$ cat src/common/tcdm_pkg.sv
// Sizes are fixed for four initiators and four banks; address bits above bit 9 are ignored
package tcdm_pkg;

  // Cluster sizes
  localparam int unsigned NumIn  = 4;  // Initiators
  localparam int unsigned NumOut = 4;  // Banks

  localparam int unsigned IniIdxWidth  = 2;
  localparam int unsigned BankIdxWidth = 2;

  // Address and data fields
  localparam int unsigned AddrWidth     = 16;  // Byte address seen by an initiator
  localparam int unsigned DataWidth     = 32;
  localparam int unsigned BeWidth       = 4;
  localparam int unsigned ByteOffWidth  = 2;
  localparam int unsigned BankAddrWidth = 6;   // 64 words per bank

  // Spill register enables
  localparam bit SpillReq  = 1'b1;  // Initiator request side
  localparam bit SpillResp = 1'b1;  // Bank response side

  typedef logic [AddrWidth-1:0]     addr_t;
  typedef logic [DataWidth-1:0]     data_t;
  typedef logic [BeWidth-1:0]       be_t;
  typedef logic [IniIdxWidth-1:0]   ini_idx_t;
  typedef logic [BankIdxWidth-1:0]  bank_idx_t;
  typedef logic [BankAddrWidth-1:0] bank_addr_t;

  // Request as issued by an initiator
  typedef struct packed {
    addr_t addr;
    logic  wen;   // 1 for write
    data_t wdata;
    be_t   be;
  } tcdm_req_t;

  // Request as seen by a bank
  typedef struct packed {
    ini_idx_t   ini;   // Filled in by the crossbar
    bank_addr_t addr;
    logic       wen;
    data_t      wdata;
    be_t        be;
  } bank_req_t;

  typedef struct packed {
    ini_idx_t ini;  // Routes the response back
    data_t    rdata;
  } bank_resp_t;

  typedef enum logic [1:0] {IDLE, BUSY, RESP} bank_state_e;

endpackage

$ cat src/logic/tcdm_bank.sv
// Single-request bank with 64 words; memory is not cleared by reset, reads of unwritten words are X
`timescale 1ns/100ps

module tcdm_bank import tcdm_pkg::*; (
  input  logic       clk_i,
  input  logic       arst_n_i,
  input  logic       req_valid_i,
  output logic       req_ready_o,
  input  bank_req_t  req_i,
  output logic       resp_valid_o,
  input  logic       resp_ready_i,
  output bank_resp_t resp_o
);

  data_t       mem_q [2**BankAddrWidth];
  bank_state_e state_q;
  logic [3:0]  lfsr_q;    // Service time source
  logic        extra_q;   // One more BUSY cycle left
  bank_resp_t  resp_q;
  logic        accept;

  assign req_ready_o  = (state_q == IDLE);  // One request at a time
  assign accept       = req_valid_i & req_ready_o;
  assign resp_valid_o = (state_q == RESP);
  assign resp_o       = resp_q;

  always_ff @(posedge clk_i or negedge arst_n_i) begin
    if (!arst_n_i) begin
      state_q <= IDLE;
      lfsr_q  <= 4'b1001;  // Any nonzero seed
      extra_q <= 1'b0;
    end else begin
      unique case (state_q)
        IDLE: if (accept) begin
          state_q <= BUSY;
          extra_q <= lfsr_q[0];  // Low bit picks 1 or 2 cycles
          lfsr_q  <= {lfsr_q[2:0], lfsr_q[3] ^ lfsr_q[2]};  // x^4 + x^3 + 1
        end
        BUSY: begin
          if (extra_q) extra_q <= 1'b0;
          else         state_q <= RESP;
        end
        RESP: if (resp_ready_i) state_q <= IDLE;  // Held until taken
        default: state_q <= IDLE;
      endcase
    end
  end

  // Storage and response payload
  always_ff @(posedge clk_i) begin
    if (accept) begin
      resp_q.ini <= req_i.ini;  // Route back to the requester
      if (req_i.wen) begin
        resp_q.rdata <= '0;  // Writes answer with zero
        for (int unsigned k = 0; k < BeWidth; k++) begin
          if (req_i.be[k]) mem_q[req_i.addr][8*k +: 8] <= req_i.wdata[8*k +: 8];
        end
      end else begin
        resp_q.rdata <= mem_q[req_i.addr];
      end
    end
  end

endmodule

$ cat config.mk
export PLATFORM = sky130hd
export DESIGN_NAME = tcdm_bank
export DESIGN_NICKNAME = d
export VERILOG_FILES = /design/src/common/tcdm_pkg.sv /design/src/logic/tcdm_bank.sv
export SDC_FILE = /design/constraint.sdc
export NUM_CORES = 2
export LEC_CHECK = 0
export BUFFER_PORTS_ARGS = -buffer_cell sky130_fd_sc_hd__buf_2
export CORE_ASPECT_RATIO = 1.5
export CORE_MARGIN = 4
export CORE_UTILIZATION = 28
export CTS_CLUSTER_DIAMETER = 150
export DETAILED_ROUTE_END_ITERATION = 6
export GPL_ROUTABILITY_DRIVEN = 0
export PLACE_DENSITY_LB_ADDON = 0.25
export SLEW_MARGIN = 20
export SYNTH_ARGS = -nofsm -noshare
export SYNTH_HDL_FRONTEND = slang
export SYNTH_SLANG_ARGS = --single-unit
$ cat constraint.sdc
create_clock -name clk_i -period 3.09 [get_ports clk_i]
set_input_delay 0.618 -clock clk_i [delete_from_list [all_inputs] [get_ports clk_i]]
set_output_delay 0.618 -clock clk_i [all_outputs]
set_load 0.03 [all_outputs]
* After elaboration in Yosys (flattened, before gate mapping)
Memory sizes are Yosys's and may differ from the RTL's. A register that Yosys moved wholly into a read port is not among the register bits.
Index checks and enable logic that the tools add are counted.
** Word-level totals
- Register bits :: 9
- Latch bits :: 0
- Memory bits (writable) :: 2048
- Bits in read-only memories :: 0
- Output and inout port bits :: 36
- Logic and storage cells :: 39
- Memories kept :: 1
** Memories
- mem_q :: words 64, bits a word 32, rd ports 1, clocked after Yosys merged registers in 1, wr ports 1, RTL line tcdm_bank.sv:15 : data_t mem_q [2**BankAddrWidth];
** Cells by class
- Add/subtract/negate cells :: 0
- Multipliers :: 0
- Div/mod/pow operators :: 0
- Order comparisons :: 0
- Eq/ne operators :: 5
- Shifts and indexed selects :: 0
- Muxes and demuxes :: 22
- Bitwise operators :: 2
- Reductions and logical operators :: 5
** Operator list (count)
- 1-bit 2-to-1 mux :: 17
- 2-bit 2-to-1 mux :: 3
- 2-bit one-hot mux with 3 select lines :: 1
- 2-bit by 1-bit inequality test with 1-bit output (second input constant) :: 2
- 2-bit AND reduction :: 2
- 3-bit AND reduction :: 1
- 2-bit by 1-bit == test with 1-bit output (second input constant) :: 1
- 2-bit == test (second input constant) :: 1
- 2-bit zero test :: 1
- 2-bit inequality test (second input constant) :: 1
- 1-bit one-hot mux with 2 select lines :: 1
- 2-bit nonzero test :: 1
- 1-bit AND :: 1
- 1-bit bitwise XOR :: 1

* Longest topological paths before layout
- Depth in word-level cells :: 4
- Gate-level depth with buffers :: 11
- Gate-level depth less buffers :: 6

* Least setup slack after synthesis
Ideal clock, no wire load.
- Path kind :: in2reg
- From :: input port req_valid_i
- To :: memory mem_q[10][0] (netlist name), enable pin
- Library setup time :: 370 ps
- Arrival :: 3130 ps
- Data required time :: 2720 ps
- Setup slack :: -410 ps
- Stages :: 5
- Path through :: nor3b_1 -> buf_1 -> nand3_1 -> clkbuf_1 -> nor2_1
** Between the ends
- Word-level cells in the longest chain between the ends :: 3
** RTL lines
- start: declaration :: RTL line tcdm_bank.sv:7 : input logic req_valid_i,
- 1-bit AND :: RTL line tcdm_bank.sv:23 : assign accept = req_valid_i & req_ready_o;
- net accept :: RTL line tcdm_bank.sv:20 : logic accept;
- 1-bit 2-to-1 mux :: RTL line tcdm_bank.sv:51 : if (accept) begin
- 1-bit 2-to-1 mux (not written as such) :: RTL line tcdm_bank.sv:56 : if (req_i.be[k]) mem_q[req_i.addr][8*k +: 8] <= req_i.wdata[8*k +: 8];
- end: declaration :: RTL line tcdm_bank.sv:15
The timed path passes the listed nets, and every way through them passes these cells.

==> impl_metrics.csv <==
group,metric,value,unit
sta,setup_viol,0,
logic_synthesis,postSynthAreaPerCell,17.4,sq um
critical_path,rrSetupSlack,0.42,ns
logic_synthesis,syn_nets,4638,
global_routing,grt_pass1_wl,405,mm
placement,port_buffers,84,
global_routing,grt_max_degree,72,
clocking,htree_levels,4,
logic_synthesis,ys_warn_count,0,
min_path,min_from,"req_valid_i",
floorplanning,ios,85,
sta,hold-worst-slack,0.0860,ns
clocking,clk_path_buf_depth,4,
power,power.share.clock,39.8,%
floorplanning,core,285000,sq um
placement,dp_hpwl,209,mm
drt,met3_length,15.5,mm
critical_path,cp-end-kind,"register",
power,p_leak,31.2,nW
global_routing,grt_pass1_vias,49200,
floorplanning,dieWidth,445,um
sta,tns,0,ns
logic_synthesis,seq_area_frac_synth,78.3,%
global_routing,overflow,0,
power,ir_drop,0.396,mV
floorplanning,dieArea,295000,sq um
logic_synthesis,synth_area,80000,sq um
drt,met1_length,107,mm
clocking,cts_tree,"done",
global_routing,grt_usage,19.5,%
clocking,cts_setup_buffers,0,
logic_synthesis,synth_top_flop_cell,"edfxtp_1",
min_path,holdPathStages,3,
drt,met2WireLength,153,mm
drt,drt_iter0_drc,4901,
critical_path,reg2regPathDepth,8,
outcome,failed_checks,"DRC",
logic_synthesis,synthArstFlopShare,0.335,%
min_path,min_path_type,"input pin to register",
drt,topRoutingLayerUsed,"met5",
drt,wirelength,296,mm
drt,routedWlPerCell,31.8,um
clocking,cts_sinks,2089,
cells_and_area,nFillCells,27300,
critical_path,timing.rr.end,"resp_o[10]",
cells_and_area,drive_above_1_share,24.8,%
critical_path,path_class,"input pin to register",
sta,max-slew-margin-rel,23.5,%
critical_path,cp-start-kind,"input pin",
drt,drc,2,
drt,antenna_left,0,
outcome,status,"complete, but fails checks",
min_path,hold-path-endpoint,"state_q[0]",
floorplanning,fp.dieH,663,um
power,p_int,46.0,mW
sta,finalMaxSlewViolations,0,
power,p_switching,13.9,mW
sta,worstMarginPinSlew,1.14,ns
sta,period_share,95.5,%
critical_path,r2r_start,"mem_q[14][10]",
sta,period_minus_slack,2.95,ns
logic_synthesis,synth_edf_count,2082,
logic_synthesis,synth_cell_type_count,57,
clocking,numCtsBuffers,194,
power,p_total,59.9,mW
floorplanning,start_util,28.1,%
sta,final-hold-violation-count,0,
drt,vias,48700,
clocking,cts_resized,0,
power,power_frac_comb,7.4,%
cells_and_area,area_delta_synth_final,22.2,%
power,power.density,613,nW/um^2
power,pwr-share-seq,52.8,%
global_routing,antenna_found_initial,26,
cells_and_area,fin_nets,5410,
sta,fmax,339,MHz
drt,avgViaCountPerCell,5.24,
clocking,clk_latency,0.87,ns
power,p_sw_share,23.2,%
critical_path,critical_path_peak_fanout,20,
clocking,cts_root_buffer,"clkbuf_16",
floorplanning,rows,240,
clocking,clk_pin_slew_worst_paths,0.07,ns
sta,skew,0.0606,ns
sta,rsz0062_at_grt,"no",
logic_synthesis,synth-seq-cells,2089,
logic_synthesis,synth_cells,4589,
critical_path,arrival,3.53,ns
drt,first_pass_iters,7,
flow_run,maxCapViolCount,0,
critical_path,cp.required,3.67,ns
critical path, stage by stage:
cell and delay, ns:
buf_8 0.16, buf_4 0.18, buf_4 0.16, and3b_2 0.38, buf_4 0.27, a22o_1 0.19
a221oi_1 0.25, a31oi_1 0.20, a211oi_1 0.91, a31oi_1 0.17
synthesized netlist by cell type, types with 13 or more instances:
cell type     n  share of area (%)
a22o_1       39               0.43
a22oi_1     217                2.0
nor4_1       37               0.29
nor2_1      404                1.9
nand2_1     138               0.65
mux4_2       88                2.5
mux2_2       47               0.66
buf_2       148               0.93
nor3_1       71               0.44
buf_4        35               0.33
a221oi_1    406                4.4
a211oi_1     28               0.26
buf_1        19              0.089
buf_6        14               0.20
nand3_1      13              0.081
clkbuf_1    138               0.65
o21ai_0      85               0.53
a31oi_1      39               0.30
mux2i_1     154                1.9
edfxtp_1   2082                 78
a21oi_1     131               0.82
o211ai_1     13               0.12
o22ai_1     116               0.91
placed cells by master (no fill, tap or decap), types with 43 or more instances in the layout:
| master | Yosys | layout |
|---|---|---|
| mux4_2 | 88 | 88 |
| diode_2 | 0 | 43 |
| nor2_1 | 404 | 399 |
| a21oi_1 | 131 | 131 |
| a221oi_1 | 406 | 406 |
| a22oi_1 | 217 | 217 |
| nand2_1 | 138 | 138 |
| o22ai_1 | 116 | 116 |
| buf_12 | 2 | 133 |
| clkinv_1 | 0 | 45 |
| mux2i_1 | 154 | 154 |
| buf_4 | 35 | 711 |
| buf_2 | 148 | 81 |
| nor3_1 | 71 | 70 |
| o21ai_0 | 85 | 85 |
| mux2_2 | 47 | 47 |
| clkbuf_16 | 0 | 196 |
| edfxtp_1 | 2082 | 2082 |
area by class of cell:
cell class	instances	area [sq um]	area share, %
clock buffer	226	5020	5.13
sequential	2089	62700	64.1
antenna	43	108	0.110
timing repair buffer	933	8500	8.69
inverter	4	25.0	0.0256
tap	3751	4690	4.80
clock inverter	115	1090	1.11
multi-input combinational	2139	15600	16.0
worst max path at each step:
stage	cells past startpoint	slack [ns]	endpoint	from
after floorplan	5	0.19	mem_q[10][0]	req_valid_i
after global placement	11	-0.67	resp_o[19]	req_i[39]
after detailed placement	11	-0.66	resp_o[19]	req_i[39]
after CTS	11	0.27	resp_o[19]	req_i[39]
after global routing	10	0.16	resp_o[21]	req_i[39]
final	10	0.14	resp_o[21]	req_i[39]
flip-flops by register name, summed over array words and instances, names as in the netlist:
signal / flops
state_q: 2
mem_q: 2048
lfsr_q: 4
resp_o: 34
extra_q: 1
layer usage:
metal  up-vias  GRT usage, %
met3       599          2.36
met4         4          11.7
met1     25700          22.3
met2      1914          34.9
li1      20500             -
met5         -             0
stage by stage:
step	util, %	setup WS [ns]	area, sq um	instances
final	34.3	0.139	97800	9300
after global placement	32.1	-0.668	91500	8911
after floorplan	-	0.187	80000	4589
after detailed placement	32.1	-0.662	91500	8911
after CTS	34.3	0.266	97700	9257
after global routing	34.3	0.158	97700	9291
power groups by stage:
stage / Combinational (mW) / Sequential [mW] / Clock, mW
2_1_floorplan: 1.71 / 32.3 / 0
3_3_place_gp: 4.37 / 32.2 / 0
3_5_place_dp: 4.41 / 32.2 / 0
4_1_cts: 4.42 / 31.6 / 24.3
5_1_grt: 4.58 / 31.6 / 25.4
6_report: 4.40 / 31.6 / 23.9
cells by family (layout without fill, tap and decap cells):
group           count (synthesis)  in the layout  synth area share (%)
other cells                     0             43                     0
compound gates               1135           1135                  10.5
mux                           289            289                  5.06
buf+inv                       361           1278                  2.27
simple gates                  714            714                  3.79
xor+xnor                        1              1                0.0109
flops                        2089           2089                  78.3
repair_timing:
item                       CTS  global route
hold endpoints to repair    12             0
hold buffers                 5             0
setup endpoints to repair    0             0
Power figures use the tool's default switching activity.
