### src/common/tcdm_pkg.sv
// Sizes are fixed for four initiators and four banks; address bits above bit 9 are ignored
package tcdm_pkg;

  // Cluster sizes
  localparam int unsigned NumIn  = 4;  // Initiators
  localparam int unsigned NumOut = 4;  // Banks

  localparam int unsigned IniIdxWidth  = 2;
  localparam int unsigned BankIdxWidth = 2;

  // Address and data fields
  localparam int unsigned AddrWidth     = 16;  // Byte address seen by an initiator
  localparam int unsigned DataWidth     = 32;
  localparam int unsigned BeWidth       = 4;
  localparam int unsigned ByteOffWidth  = 2;
  localparam int unsigned BankAddrWidth = 6;   // 64 words per bank

  // Spill register enables
  localparam bit SpillReq  = 1'b1;  // Initiator request side
  localparam bit SpillResp = 1'b1;  // Bank response side

  typedef logic [AddrWidth-1:0]     addr_t;
  typedef logic [DataWidth-1:0]     data_t;
  typedef logic [BeWidth-1:0]       be_t;
  typedef logic [IniIdxWidth-1:0]   ini_idx_t;
  typedef logic [BankIdxWidth-1:0]  bank_idx_t;
  typedef logic [BankAddrWidth-1:0] bank_addr_t;

  // Request as issued by an initiator
  typedef struct packed {
    addr_t addr;
    logic  wen;   // 1 for write
    data_t wdata;
    be_t   be;
  } tcdm_req_t;

  // Request as seen by a bank
  typedef struct packed {
    ini_idx_t   ini;   // Filled in by the crossbar
    bank_addr_t addr;
    logic       wen;
    data_t      wdata;
    be_t        be;
  } bank_req_t;

  typedef struct packed {
    ini_idx_t ini;  // Routes the response back
    data_t    rdata;
  } bank_resp_t;

  typedef enum logic [1:0] {IDLE, BUSY, RESP} bank_state_e;

endpackage

### src/logic/spill_register.sv
// Two-entry elastic buffer; with Bypass set it is a plain wire and adds no cycle
`timescale 1ns/100ps

module spill_register #(
  parameter type T      = logic,
  parameter bit  Bypass = 1'b0
) (
  input  logic clk_i,
  input  logic arst_n_i,
  input  logic valid_i,
  output logic ready_o,
  input  T     data_i,
  output logic valid_o,
  input  logic ready_i,
  output T     data_o
);

  if (Bypass) begin : gen_bypass
    assign valid_o = valid_i;
    assign ready_o = ready_i;  // Combinational path through
    assign data_o  = data_i;
  end else begin : gen_spill
    logic a_full_q, b_full_q;  // Slot A takes input, slot B catches a stalled A
    T     a_data_q, b_data_q;
    logic a_fill, a_drain, b_fill, b_drain;

    assign a_fill  = valid_i & ready_o;
    assign a_drain = a_full_q & ~b_full_q;  // A leaves to output or to B
    assign b_fill  = a_drain & ~ready_i;    // Output stalled, park A in B
    assign b_drain = b_full_q & ready_i;

    always_ff @(posedge clk_i or negedge arst_n_i) begin
      if (!arst_n_i) begin
        a_full_q <= 1'b0;
        b_full_q <= 1'b0;
      end else begin
        if (a_fill | a_drain) a_full_q <= a_fill;
        if (b_fill | b_drain) b_full_q <= b_fill;
      end
    end

    // Payload slots
    always_ff @(posedge clk_i) begin
      if (a_fill) a_data_q <= data_i;
      if (b_fill) b_data_q <= a_data_q;
    end

    assign ready_o = ~a_full_q | ~b_full_q;  // Free while one slot is empty
    assign valid_o = a_full_q | b_full_q;
    assign data_o  = b_full_q ? b_data_q : a_data_q;  // B is always older
  end

endmodule

### src/interconnect/rr_arbiter.sv
// Round-robin arbiter; requests must stay high until granted, grant holds while ready_i is low
`timescale 1ns/100ps

module rr_arbiter #(
  parameter int unsigned NumReq   = 4,
  parameter int unsigned IdxWidth = $clog2(NumReq)
) (
  input  logic                clk_i,
  input  logic                arst_n_i,
  input  logic [NumReq-1:0]   req_i,
  output logic [NumReq-1:0]   gnt_o,   // One-hot
  output logic [IdxWidth-1:0] idx_o,
  input  logic                ready_i  // Granted output accepts
);

  logic [IdxWidth-1:0] ptr_q;   // Highest priority requester
  logic                lock_q;  // Grant stalled, hold it
  logic [NumReq-1:0]   gnt_q;
  logic [IdxWidth-1:0] idx_q;
  logic [NumReq-1:0]   gnt_arb;
  logic [IdxWidth-1:0] idx_arb;

  // Search upward from the pointer, wrapping around
  always_comb begin
    int unsigned cand;
    logic        found;
    gnt_arb = '0;
    idx_arb = '0;
    found   = 1'b0;
    for (int unsigned off = 0; off < NumReq; off++) begin
      cand = (int'(ptr_q) + off) % NumReq;
      if (!found && req_i[cand]) begin
        found         = 1'b1;
        gnt_arb[cand] = 1'b1;
        idx_arb       = IdxWidth'(cand);
      end
    end
  end

  assign gnt_o = lock_q ? gnt_q : gnt_arb;
  assign idx_o = lock_q ? idx_q : idx_arb;

  always_ff @(posedge clk_i or negedge arst_n_i) begin
    if (!arst_n_i) begin
      ptr_q  <= '0;
      lock_q <= 1'b0;
      gnt_q  <= '0;
      idx_q  <= '0;
    end else if (|gnt_o) begin
      if (ready_i) begin  // Transfer, rotate past the winner
        ptr_q  <= (idx_o == IdxWidth'(NumReq - 1)) ? '0 : idx_o + 1'b1;
        lock_q <= 1'b0;
      end else begin
        lock_q <= 1'b1;
        gnt_q  <= gnt_o;
        idx_q  <= idx_o;
      end
    end
  end

endmodule

### src/interconnect/full_duplex_xbar.sv
// Combinational full crossbar; one arbiter per bank for requests and per initiator for responses
`timescale 1ns/100ps

module full_duplex_xbar import tcdm_pkg::*; (
  input  logic                    clk_i,
  input  logic                    arst_n_i,
  // Initiator side
  input  logic       [NumIn-1:0]  ini_valid_i,
  output logic       [NumIn-1:0]  ini_ready_o,
  input  bank_idx_t  [NumIn-1:0]  ini_bank_i,       // Target bank per initiator
  input  bank_req_t  [NumIn-1:0]  ini_req_i,        // ini field ignored here
  output logic       [NumIn-1:0]  ini_resp_valid_o,
  input  logic       [NumIn-1:0]  ini_resp_ready_i,
  output data_t      [NumIn-1:0]  ini_rdata_o,
  // Bank side
  output logic       [NumOut-1:0] bank_valid_o,
  input  logic       [NumOut-1:0] bank_ready_i,
  output bank_req_t  [NumOut-1:0] bank_req_o,
  input  logic       [NumOut-1:0] bank_resp_valid_i,
  output logic       [NumOut-1:0] bank_resp_ready_o,
  input  bank_resp_t [NumOut-1:0] bank_resp_i
);

  logic     [NumOut-1:0][NumIn-1:0] req_hit;   // Per bank, initiators addressing it
  logic     [NumOut-1:0][NumIn-1:0] req_gnt;
  ini_idx_t [NumOut-1:0]            req_idx;
  logic     [NumIn-1:0][NumOut-1:0] resp_hit;  // Per initiator, banks answering it
  logic     [NumIn-1:0][NumOut-1:0] resp_gnt;
  bank_idx_t [NumIn-1:0]            resp_idx;

  // Request side, one arbiter per bank
  for (genvar b = 0; b < NumOut; b++) begin : gen_req
    for (genvar i = 0; i < NumIn; i++) begin : gen_hit
      assign req_hit[b][i] = ini_valid_i[i] && (ini_bank_i[i] == bank_idx_t'(b));
    end

    rr_arbiter #(
      .NumReq  (NumIn),
      .IdxWidth(IniIdxWidth)
    ) i_req_arb (
      .clk_i   (clk_i),
      .arst_n_i(arst_n_i),
      .req_i   (req_hit[b]),
      .gnt_o   (req_gnt[b]),
      .idx_o   (req_idx[b]),
      .ready_i (bank_ready_i[b])
    );

    assign bank_valid_o[b] = |req_hit[b];
    // Winner payload, tagged with its initiator index
    assign bank_req_o[b] = '{ini:   req_idx[b],
                             addr:  ini_req_i[req_idx[b]].addr,
                             wen:   ini_req_i[req_idx[b]].wen,
                             wdata: ini_req_i[req_idx[b]].wdata,
                             be:    ini_req_i[req_idx[b]].be};
  end

  // Ready only to the winner of the addressed bank
  for (genvar i = 0; i < NumIn; i++) begin : gen_ini_ready
    assign ini_ready_o[i] = req_gnt[ini_bank_i[i]][i] & bank_ready_i[ini_bank_i[i]];
  end

  // Response side, one arbiter per initiator
  for (genvar i = 0; i < NumIn; i++) begin : gen_resp
    for (genvar b = 0; b < NumOut; b++) begin : gen_hit
      assign resp_hit[i][b] = bank_resp_valid_i[b] && (bank_resp_i[b].ini == ini_idx_t'(i));
    end

    rr_arbiter #(
      .NumReq  (NumOut),
      .IdxWidth(BankIdxWidth)
    ) i_resp_arb (
      .clk_i   (clk_i),
      .arst_n_i(arst_n_i),
      .req_i   (resp_hit[i]),
      .gnt_o   (resp_gnt[i]),
      .idx_o   (resp_idx[i]),
      .ready_i (ini_resp_ready_i[i])
    );

    assign ini_resp_valid_o[i] = |resp_hit[i];
    assign ini_rdata_o[i]      = bank_resp_i[resp_idx[i]].rdata;
  end

  for (genvar b = 0; b < NumOut; b++) begin : gen_bank_ready
    // Granted by the initiator it names, and that initiator takes it
    assign bank_resp_ready_o[b] = resp_gnt[bank_resp_i[b].ini][b]
                                & ini_resp_ready_i[bank_resp_i[b].ini];
  end

endmodule

### src/interconnect/vl_interconnect.sv
// Crossbar with spill registers; bank index is addr[3:2], word offset addr[9:4], rest unused
`timescale 1ns/100ps

module vl_interconnect import tcdm_pkg::*; (
  input  logic                    clk_i,
  input  logic                    arst_n_i,
  // Initiator side
  input  tcdm_req_t  [NumIn-1:0]  req_i,
  input  logic       [NumIn-1:0]  req_valid_i,
  output logic       [NumIn-1:0]  req_ready_o,
  output logic       [NumIn-1:0]  resp_valid_o,
  input  logic       [NumIn-1:0]  resp_ready_i,
  output data_t      [NumIn-1:0]  resp_rdata_o,
  // Bank side
  output logic       [NumOut-1:0] bank_valid_o,
  input  logic       [NumOut-1:0] bank_ready_i,
  output bank_req_t  [NumOut-1:0] bank_req_o,
  input  logic       [NumOut-1:0] bank_resp_valid_i,
  output logic       [NumOut-1:0] bank_resp_ready_o,
  input  bank_resp_t [NumOut-1:0] bank_resp_i
);

  tcdm_req_t  [NumIn-1:0]  ini_req;  // After request spill
  logic       [NumIn-1:0]  ini_valid;
  logic       [NumIn-1:0]  ini_ready;
  bank_idx_t  [NumIn-1:0]  ini_bank;
  bank_req_t  [NumIn-1:0]  ini_breq;
  bank_resp_t [NumOut-1:0] tgt_resp;  // After response spill
  logic       [NumOut-1:0] tgt_valid;
  logic       [NumOut-1:0] tgt_ready;

  for (genvar i = 0; i < NumIn; i++) begin : gen_req_spill
    spill_register #(
      .T     (tcdm_req_t),
      .Bypass(!SpillReq)
    ) i_req_spill (
      .clk_i   (clk_i),
      .arst_n_i(arst_n_i),
      .valid_i (req_valid_i[i]),
      .ready_o (req_ready_o[i]),
      .data_i  (req_i[i]),
      .valid_o (ini_valid[i]),
      .ready_i (ini_ready[i]),
      .data_o  (ini_req[i])
    );

    // Bank select sits just above the byte offset
    assign ini_bank[i] = ini_req[i].addr[ByteOffWidth +: BankIdxWidth];
    assign ini_breq[i] = '{ini:   '0,  // Set by the crossbar
                           addr:  ini_req[i].addr[ByteOffWidth + BankIdxWidth +: BankAddrWidth],
                           wen:   ini_req[i].wen,
                           wdata: ini_req[i].wdata,
                           be:    ini_req[i].be};
  end

  for (genvar b = 0; b < NumOut; b++) begin : gen_resp_spill
    spill_register #(
      .T     (bank_resp_t),
      .Bypass(!SpillResp)
    ) i_resp_spill (
      .clk_i   (clk_i),
      .arst_n_i(arst_n_i),
      .valid_i (bank_resp_valid_i[b]),
      .ready_o (bank_resp_ready_o[b]),
      .data_i  (bank_resp_i[b]),
      .valid_o (tgt_valid[b]),
      .ready_i (tgt_ready[b]),
      .data_o  (tgt_resp[b])
    );
  end

  full_duplex_xbar i_xbar (
    .clk_i            (clk_i),
    .arst_n_i         (arst_n_i),
    .ini_valid_i      (ini_valid),
    .ini_ready_o      (ini_ready),
    .ini_bank_i       (ini_bank),
    .ini_req_i        (ini_breq),
    .ini_resp_valid_o (resp_valid_o),
    .ini_resp_ready_i (resp_ready_i),
    .ini_rdata_o      (resp_rdata_o),
    .bank_valid_o     (bank_valid_o),
    .bank_ready_i     (bank_ready_i),
    .bank_req_o       (bank_req_o),
    .bank_resp_valid_i(tgt_valid),
    .bank_resp_ready_o(tgt_ready),
    .bank_resp_i      (tgt_resp)
  );

endmodule

### config.mk
export PLATFORM = sky130hd
export DESIGN_NAME = vl_interconnect
export DESIGN_NICKNAME = d
export VERILOG_FILES = /design/src/common/tcdm_pkg.sv /design/src/logic/spill_register.sv /design/src/interconnect/rr_arbiter.sv /design/src/interconnect/full_duplex_xbar.sv /design/src/interconnect/vl_interconnect.sv
export SDC_FILE = /design/constraint.sdc
export NUM_CORES = 2
export LEC_CHECK = 0
export ABC_AREA = 1
export BUFFER_PORTS_ARGS = -buffer_cell sky130_fd_sc_hd__buf_2
export CAP_MARGIN = 5
export CORE_AREA = 2 2 266 530
export DETAILED_ROUTE_END_ITERATION = 12
export DIE_AREA = 0 0 268 532
export PLACE_DENSITY = 0.53
export REMOVE_ABC_BUFFERS = 1
export SLEW_MARGIN = 25
export SYNTH_ARGS = -nofsm -noshare
export SYNTH_HDL_FRONTEND = slang
export SYNTH_SLANG_ARGS = --single-unit
### constraint.sdc
create_clock -name clk_i -period 11.4 [get_ports clk_i]
set_input_delay 0.57 -clock clk_i [delete_from_list [all_inputs] [get_ports clk_i]]
set_output_delay 0.57 -clock clk_i [all_outputs]
set_load 0.02 [all_outputs]
Yosys cells after proc, flatten, opt, wreduce, memory -nomap -nowiden
Index checks and enable logic that the tools add are counted.
Widths: inputs -> output; s select.

word-level totals
  bits in registers = 736
  word-level logic and storage cells = 824
  output and inout bits = 324
  input bits = 366

operators by class
  reduce and logical (&&, ||, !) cells = 152
  muxes and demuxes = 304
  bitwise gates (word level) = 128
  order comparisons = 80
  $add $sub $neg = 32
  eq/ne operators = 32

operator list
  kind                 count
  $bmux 45 s2          4
  $bmux 34 s2          4
  $mux 47              4
  $mux 43              4
  $mux 4               42
  $lt 2x3->1 const B   48
  $mux 34              4
  $mux 32              4
  $mux 1               106
  $mux 2               50
  $or 4x4->4           24
  $logic_and 1x1->1    88
  $bmux 1 s2           40
  $bmux 4 s2           8
  $demux 1 s2          32
  $ge 2x1->1 const B   32
  $reduce_or 4->1      16
  $eq 2x2->1 const B   24
  $and 1x1->1          40
  $add 2x1->2 const B  16
  $add 2x2->2 const B  16
  $not 1->1            32
  $or 1x1->1           32
  $reduce_and 2->1     16
  other kinds (4)      42

Longest topological paths before layout
  word-level depth = 22
  gate-level depth with buffers = 21
  mapped depth without buffers = 20

Hierarchy
A second synthesis with hierarchy kept.

second synthesis, totals
  cell total of the unflattened synthesis = 5802
  area total of the unflattened synthesis = 45767.6 sq um

by module, submodules not included
  module                                                cells an instance  area each (sq um)  instances  seq. area each (sq um)
  spill_register at gen_req_spill[0].i_req_spill ...    288                3951.3             4          3233.1
  full_duplex_xbar                                      2686               11443.5            1          0.0
  spill_register at gen_resp_spill[0].i_resp_spill ...  189                2615.0             4          2092.0
  rr_arbiter at i_xbar.gen_req[0].i_req_arb ...         151                1007.2             7          225.2
  rr_arbiter at i_xbar.gen_resp[3].i_resp_arb           150                1004.7             1          225.2
  vl_interconnect                                       1                  3.8                1          0.0

Worst setup path before layout
Ideal clock, no wire load.

  path kind = reg2reg
  start = register i_xbar.gen_req[2].i_req_arb.ptr_q[0]
  end = register gen_req_spill[0].i_req_spill.gen_spill.b_data_q[0] in the netlist's numbering, enable pin
  buffers on the path = 1
  period minus slack after synthesis = 4.350 ns
  data arrival time = 3.902 ns
  cell stages (with the launch flop) = 15
  library setup time = 0.448 ns
  slack = 7.050 ns
  required time = 10.952 ns
  path through = dfrtp_1 inv_1 ha_1 inv_1 nand3_1 nand2_1 nor2_2 buf_4 nand3_1 nand3_1 nand3_1 nand2_1 nor2_1 nor2_1 nor2_1

on the way
  word-level cells in the longest chain between the ends = 18
  elaborated cells on any way between the ends = 53
  those cells by class = 3 x add/sub; 8 x order compare; 26 x mux; 6 x bitwise; 10 x reduce/logical

RTL lines
  what                                                                 RTL line                RTL
  start, declared                                                      rr_arbiter.sv:16        logic [IdxWidth-1:0] ptr_q;
  start signal, assigned                                               rr_arbiter.sv:51        ptr_q <= (idx_o == IdxWidth'(NumReq - 1)) ? '0 : idx_o + 1'b1;
  parallel branches: the longest is 11 deep, another holds $lt 2x3->1  --
  $mux 4 (*)                                                           rr_arbiter.sv:32        if (!found && req_i[cand]) begin
  $mux 4 (*)                                                           rr_arbiter.sv:40        assign gnt_o = lock_q ? gnt_q : gnt_arb;
  $bmux 4 s2 (*)                                                       full_duplex_xbar.sv:60  assign ini_ready_o[i] = req_gnt[ini_bank_i[i]][i] & bank_ready_i[ini_bank_i[i]];
  $mux 1 (implied by the code) (*)                                     full_duplex_xbar.sv:60
  $and 1x1->1 (*)                                                      full_duplex_xbar.sv:60
  $not 1->1 (*)                                                        spill_register.sv:29    assign b_fill = a_drain & ~ready_i;
  $and 1x1->1 (*)                                                      spill_register.sv:29
  via gen_req_spill[0].i_req_spill.gen_spill.b_fill                    spill_register.sv:25    logic a_fill, a_drain, b_fill, b_drain;
  end signal, assigned                                                 spill_register.sv:45    if (b_fill) b_data_q <= a_data_q;
  end, declared                                                        spill_register.sv:24    T a_data_q, b_data_q;

Mark *: on every way through the listed nets, which the timed path passes. The select of a mux whose other input is x is not followed.
A chain may end at the register's enable or synchronous reset.

==> flow_summary.toml <==
[clock_tree]
post_cts_buffers = 0
htreeDepth = 3
clk_pin_slew_ns = 0.06
clock-sinks = 720
clk_latency_ns = 0.68
hold_buffers = 32
cts_resized = 0
cts_max_path_buffers = 3
ctsRootBufferMaster = "clkbuf_16"
cts_made_buffers = 75
cts_tree = "built"

[detailed_routing]
ant_nets = 0
drtPass1Iterations = 6
viasPerCell = 5.14
drc = 0
vias = 37300
first_iter_violations = 3215
drt-total-wl_um = 165000
wl_per_cell_um = 22.8

[global_routing]
grt_pass1_vias = 36400
antenna_found_initial = 71
overflow = 0
grt_max_degree = 73
track_usage = 0.225
grt_pass1_wl_um = 239000

[logic_synthesis]
synth.avg_cell_area_sq_um = 8.72
synth_ff_type = "edfxtp_1"
syn-cell-area_sq_mm = 0.0413
synth_seq_cells = 720
yosysWarnings = 0
yosysUniqueCellTypes = 38
ys_async_sr_fraction = 0.122
seq_area_frac_synth = 0.512
synth_edf_count = 632
synthCells = 4740

[placement]
place.gp.congestion = 0.905
dpl_worst_slack_ns = 5.58
port_buffers = 657
dp_hpwl_um = 112000
placed_cell_area_sq_mm = 0.0460
place_inst = 7056

[status]
status = "completed"

[sta]
tightest_slew_ns = 1.09
rsz0062_at_grt = "false"
setup_tns_ns = 0
period_needed_ns = 6.44
setup_ws_ns = 4.96
slew-limit-headroom = 0.270
skew_ns = 0.0407
post-route-period-util = 0.565
max_freq_mhz = 155
setup_viol = 0
drv_slew = 0
finalHoldViolCount = 0

[floorplan]
fp.dieW_um = 268
die-height_um = 532
die_area_sq_mm = 0.143
start_util = 0.299
coreArea_sq_mm = 0.138
io_pins = 690
row_count = 193

[worst_setup_path]
critPathArrivalTime_ns = 5.87
path_max_fanout = 52
end_kind = "output port"
cp.required_ns = 10.83
critPathKind = "flip-flop to output port"
cp-start-kind = "flip-flop"
ff2ff_path_depth = 16

[layout]
fin_nets = 5747
final_area_sq_mm = 0.0488
areaGrowthSynthToFinish_pct = 18.1
num-fill-cells = 14200
layout.cells.non_filler = 7258
final_core_utilization = 0.353
drive_gt1_frac = 0.187

[worst_hold_path]
worstHoldPathCells = 1
worstHoldPathType = "input port to flip-flop"

[power_and_ir_drop]
leakagePower_nw = 22.9
power_density_mw_per_mm2 = 111
ir_worst_vdd_mv = 0.118

[run]
max-cap-violations = 0
[cell families (layout without fill, tap and decap cells)]
family | count (synthesis) | after routing | synth area share
AOI/OAI and AO/OA | 157 | 157 | 0.0229
adders and majority gates | 68 | 68 | 0.0206
buffers and inverters | 431 | 1064 | 0.0548
DFF | 720 | 720 | 0.512
muxes | 300 | 300 | 0.0727
other | 0 | 33 | 0
and+or+nand+nor | 3064 | 3064 | 0.317
[report_power, final]
part / switching, mW / internal (mW) / leakage [nW]
logic: 0.0388 / 0.0485 / 15.0
clock network: 1.14 / 1.35 / 1.16
registers: 0.000000000000000773 / 2.85 / 6.78
total: 1.18 / 4.25 / 22.9
[path summary, 6_finish.rpt]
check                                                           startpoint                                         endpoint  slack (ns)
hold reg to reg                                                  flip-flop                                        flip-flop        0.42
max in group asynchronous                                         arst_n_i  gen_req_spill[2].i_req_spill.gen_spill.b_full_q        9.90
setup reg to reg           gen_req_spill[3].i_req_spill.gen_spill.b_full_q                                        flip-flop        6.24
min in group asynchronous                                         arst_n_i           i_xbar.gen_resp[1].i_resp_arb.gnt_q[2]        0.41
setup / recovery           gen_req_spill[3].i_req_spill.gen_spill.b_full_q                                  bank_req_o[117]        4.96
hold / removal                                            bank_resp_i[128]                                        flip-flop        0.07
[routing by layer]
metal  GRT usage  part of all wire  vias to the layer above  routed length (um)
li1            -                 -                    17200                   -
met1       0.225              0.34                    17600               55800
met2       0.399              0.50                     1867               82800
met3      0.0784              0.10                      508               17200
met4       0.126             0.054                       74                8940
met5           0            0.0030                        -                 497
[synth_stat cells (5+ instances only)]
cell / count / area share
nand2_1: 1931 / 0.18
nand3_1: 854 / 0.10
edfxtp_1: 632 / 0.46
mux2i_1: 300 / 0.073
inv_1: 152 / 0.014
nor2_1: 128 / 0.012
buf_2: 119 / 0.014
dfrtp_1: 88 / 0.053
ha_1: 68 / 0.021
a21oi_1: 52 / 0.0063
buf_4: 48 / 0.0087
nand2_2: 43 / 0.0065
buf_6: 41 / 0.011
o21ai_1: 40 / 0.0048
clkbuf_1: 34 / 0.0031
or2_2: 33 / 0.0050
nand4_1: 30 / 0.0045
inv_2: 27 / 0.0025
o21ai_0: 20 / 0.0024
o211ai_1: 19 / 0.0035
nor2_2: 15 / 0.0023
nand3_2: 14 / 0.0034
a22oi_1: 9 / 0.0016
o21ai_2: 7 / 0.0015
nor2_4: 6 / 0.0016
nand2_4: 5 / 0.0014
o221ai_1: 5 / 0.0011
[per-stage QoR]
| stage | power (mW) | hold WS, ns |
|---|---|---|
| after CTS | 5.50 | 0.000306 |
| final | 5.43 | 0.0657 |
| after floorplan | 2.91 | 0.274 |
| after detailed placement | 2.98 | 0.431 |
| after global routing | 5.58 | 0.0252 |
| after global placement | 2.98 | 0.430 |
[area by class of cell]
class	instances	area [sq um]	share of cell area
timing repair buffer	742	4010	0.0822
tap	1852	2320	0.0475
sequential	720	21200	0.434
multi-input combinational	3589	18100	0.371
clock inverter	44	405	0.00831
inverter	185	706	0.0145
clock buffer	93	1990	0.0409
antenna	33	82.6	0.00169
[cell usage in the layout, fill, tap and decap left out, drive strengths merged]
master       Yosys  layout
a21oi           53      53
diode            0      33
o21a             1       1
inv            183     187
dlygate4sd3      0      32
nand3          868     868
clkinvlp         0       4
ha              68      68
o21bai           2       2
mux2i          300     300
nand3b           1       1
clkinv           2      34
a22oi            9       9
dfrtp           88      88
buf            212     710
o211ai          19      19
o21ai           68      68
nand2         1979    1979
edfxtp         632     632
nor2           151     151
nand4           30      30
bufinv           0       4
or2             35      35
o221ai           5       5
clkbuf          34      93
[flip-flops by register name (all words and copies together) (netlist names), 8 cells and up]
signal	cells
gen_resp_spill.i_resp_spill.gen_spill.b_data_q	136
i_xbar.gen_resp.i_resp_arb.idx_q	8
i_xbar.gen_req.i_req_arb.ptr_q	8
gen_resp_spill.i_resp_spill.gen_spill.a_data_q	136
gen_req_spill.i_req_spill.gen_spill.b_data_q	180
gen_req_spill.i_req_spill.gen_spill.a_data_q	180
i_xbar.gen_req.i_req_arb.gnt_q	16
i_xbar.gen_resp.i_resp_arb.ptr_q	8
i_xbar.gen_req.i_req_arb.idx_q	8
i_xbar.gen_resp.i_resp_arb.gnt_q	16
[critical path, stage by stage (launching register included)]
cell and delay (ns):
dfrtp_2 0.95, buf_4 0.64, inv_2 0.13, nand2_1 0.10
nand2_2 0.09, nand3_1 0.23, nand2_1 0.11, nand3_1 0.09
nand2_1 0.19, nor2_2 0.43, nand2_1 0.09, nand2_1 0.08
nand2_1 0.06, nand2_1 0.08, nand2_1 0.07, nand2_4 0.47
buf_4 0.66, nand2_1 0.11, o211ai_1 0.15, nand2_1 0.20
buf_2 0.22
Note: power is estimated with default switching activity, not from simulation.
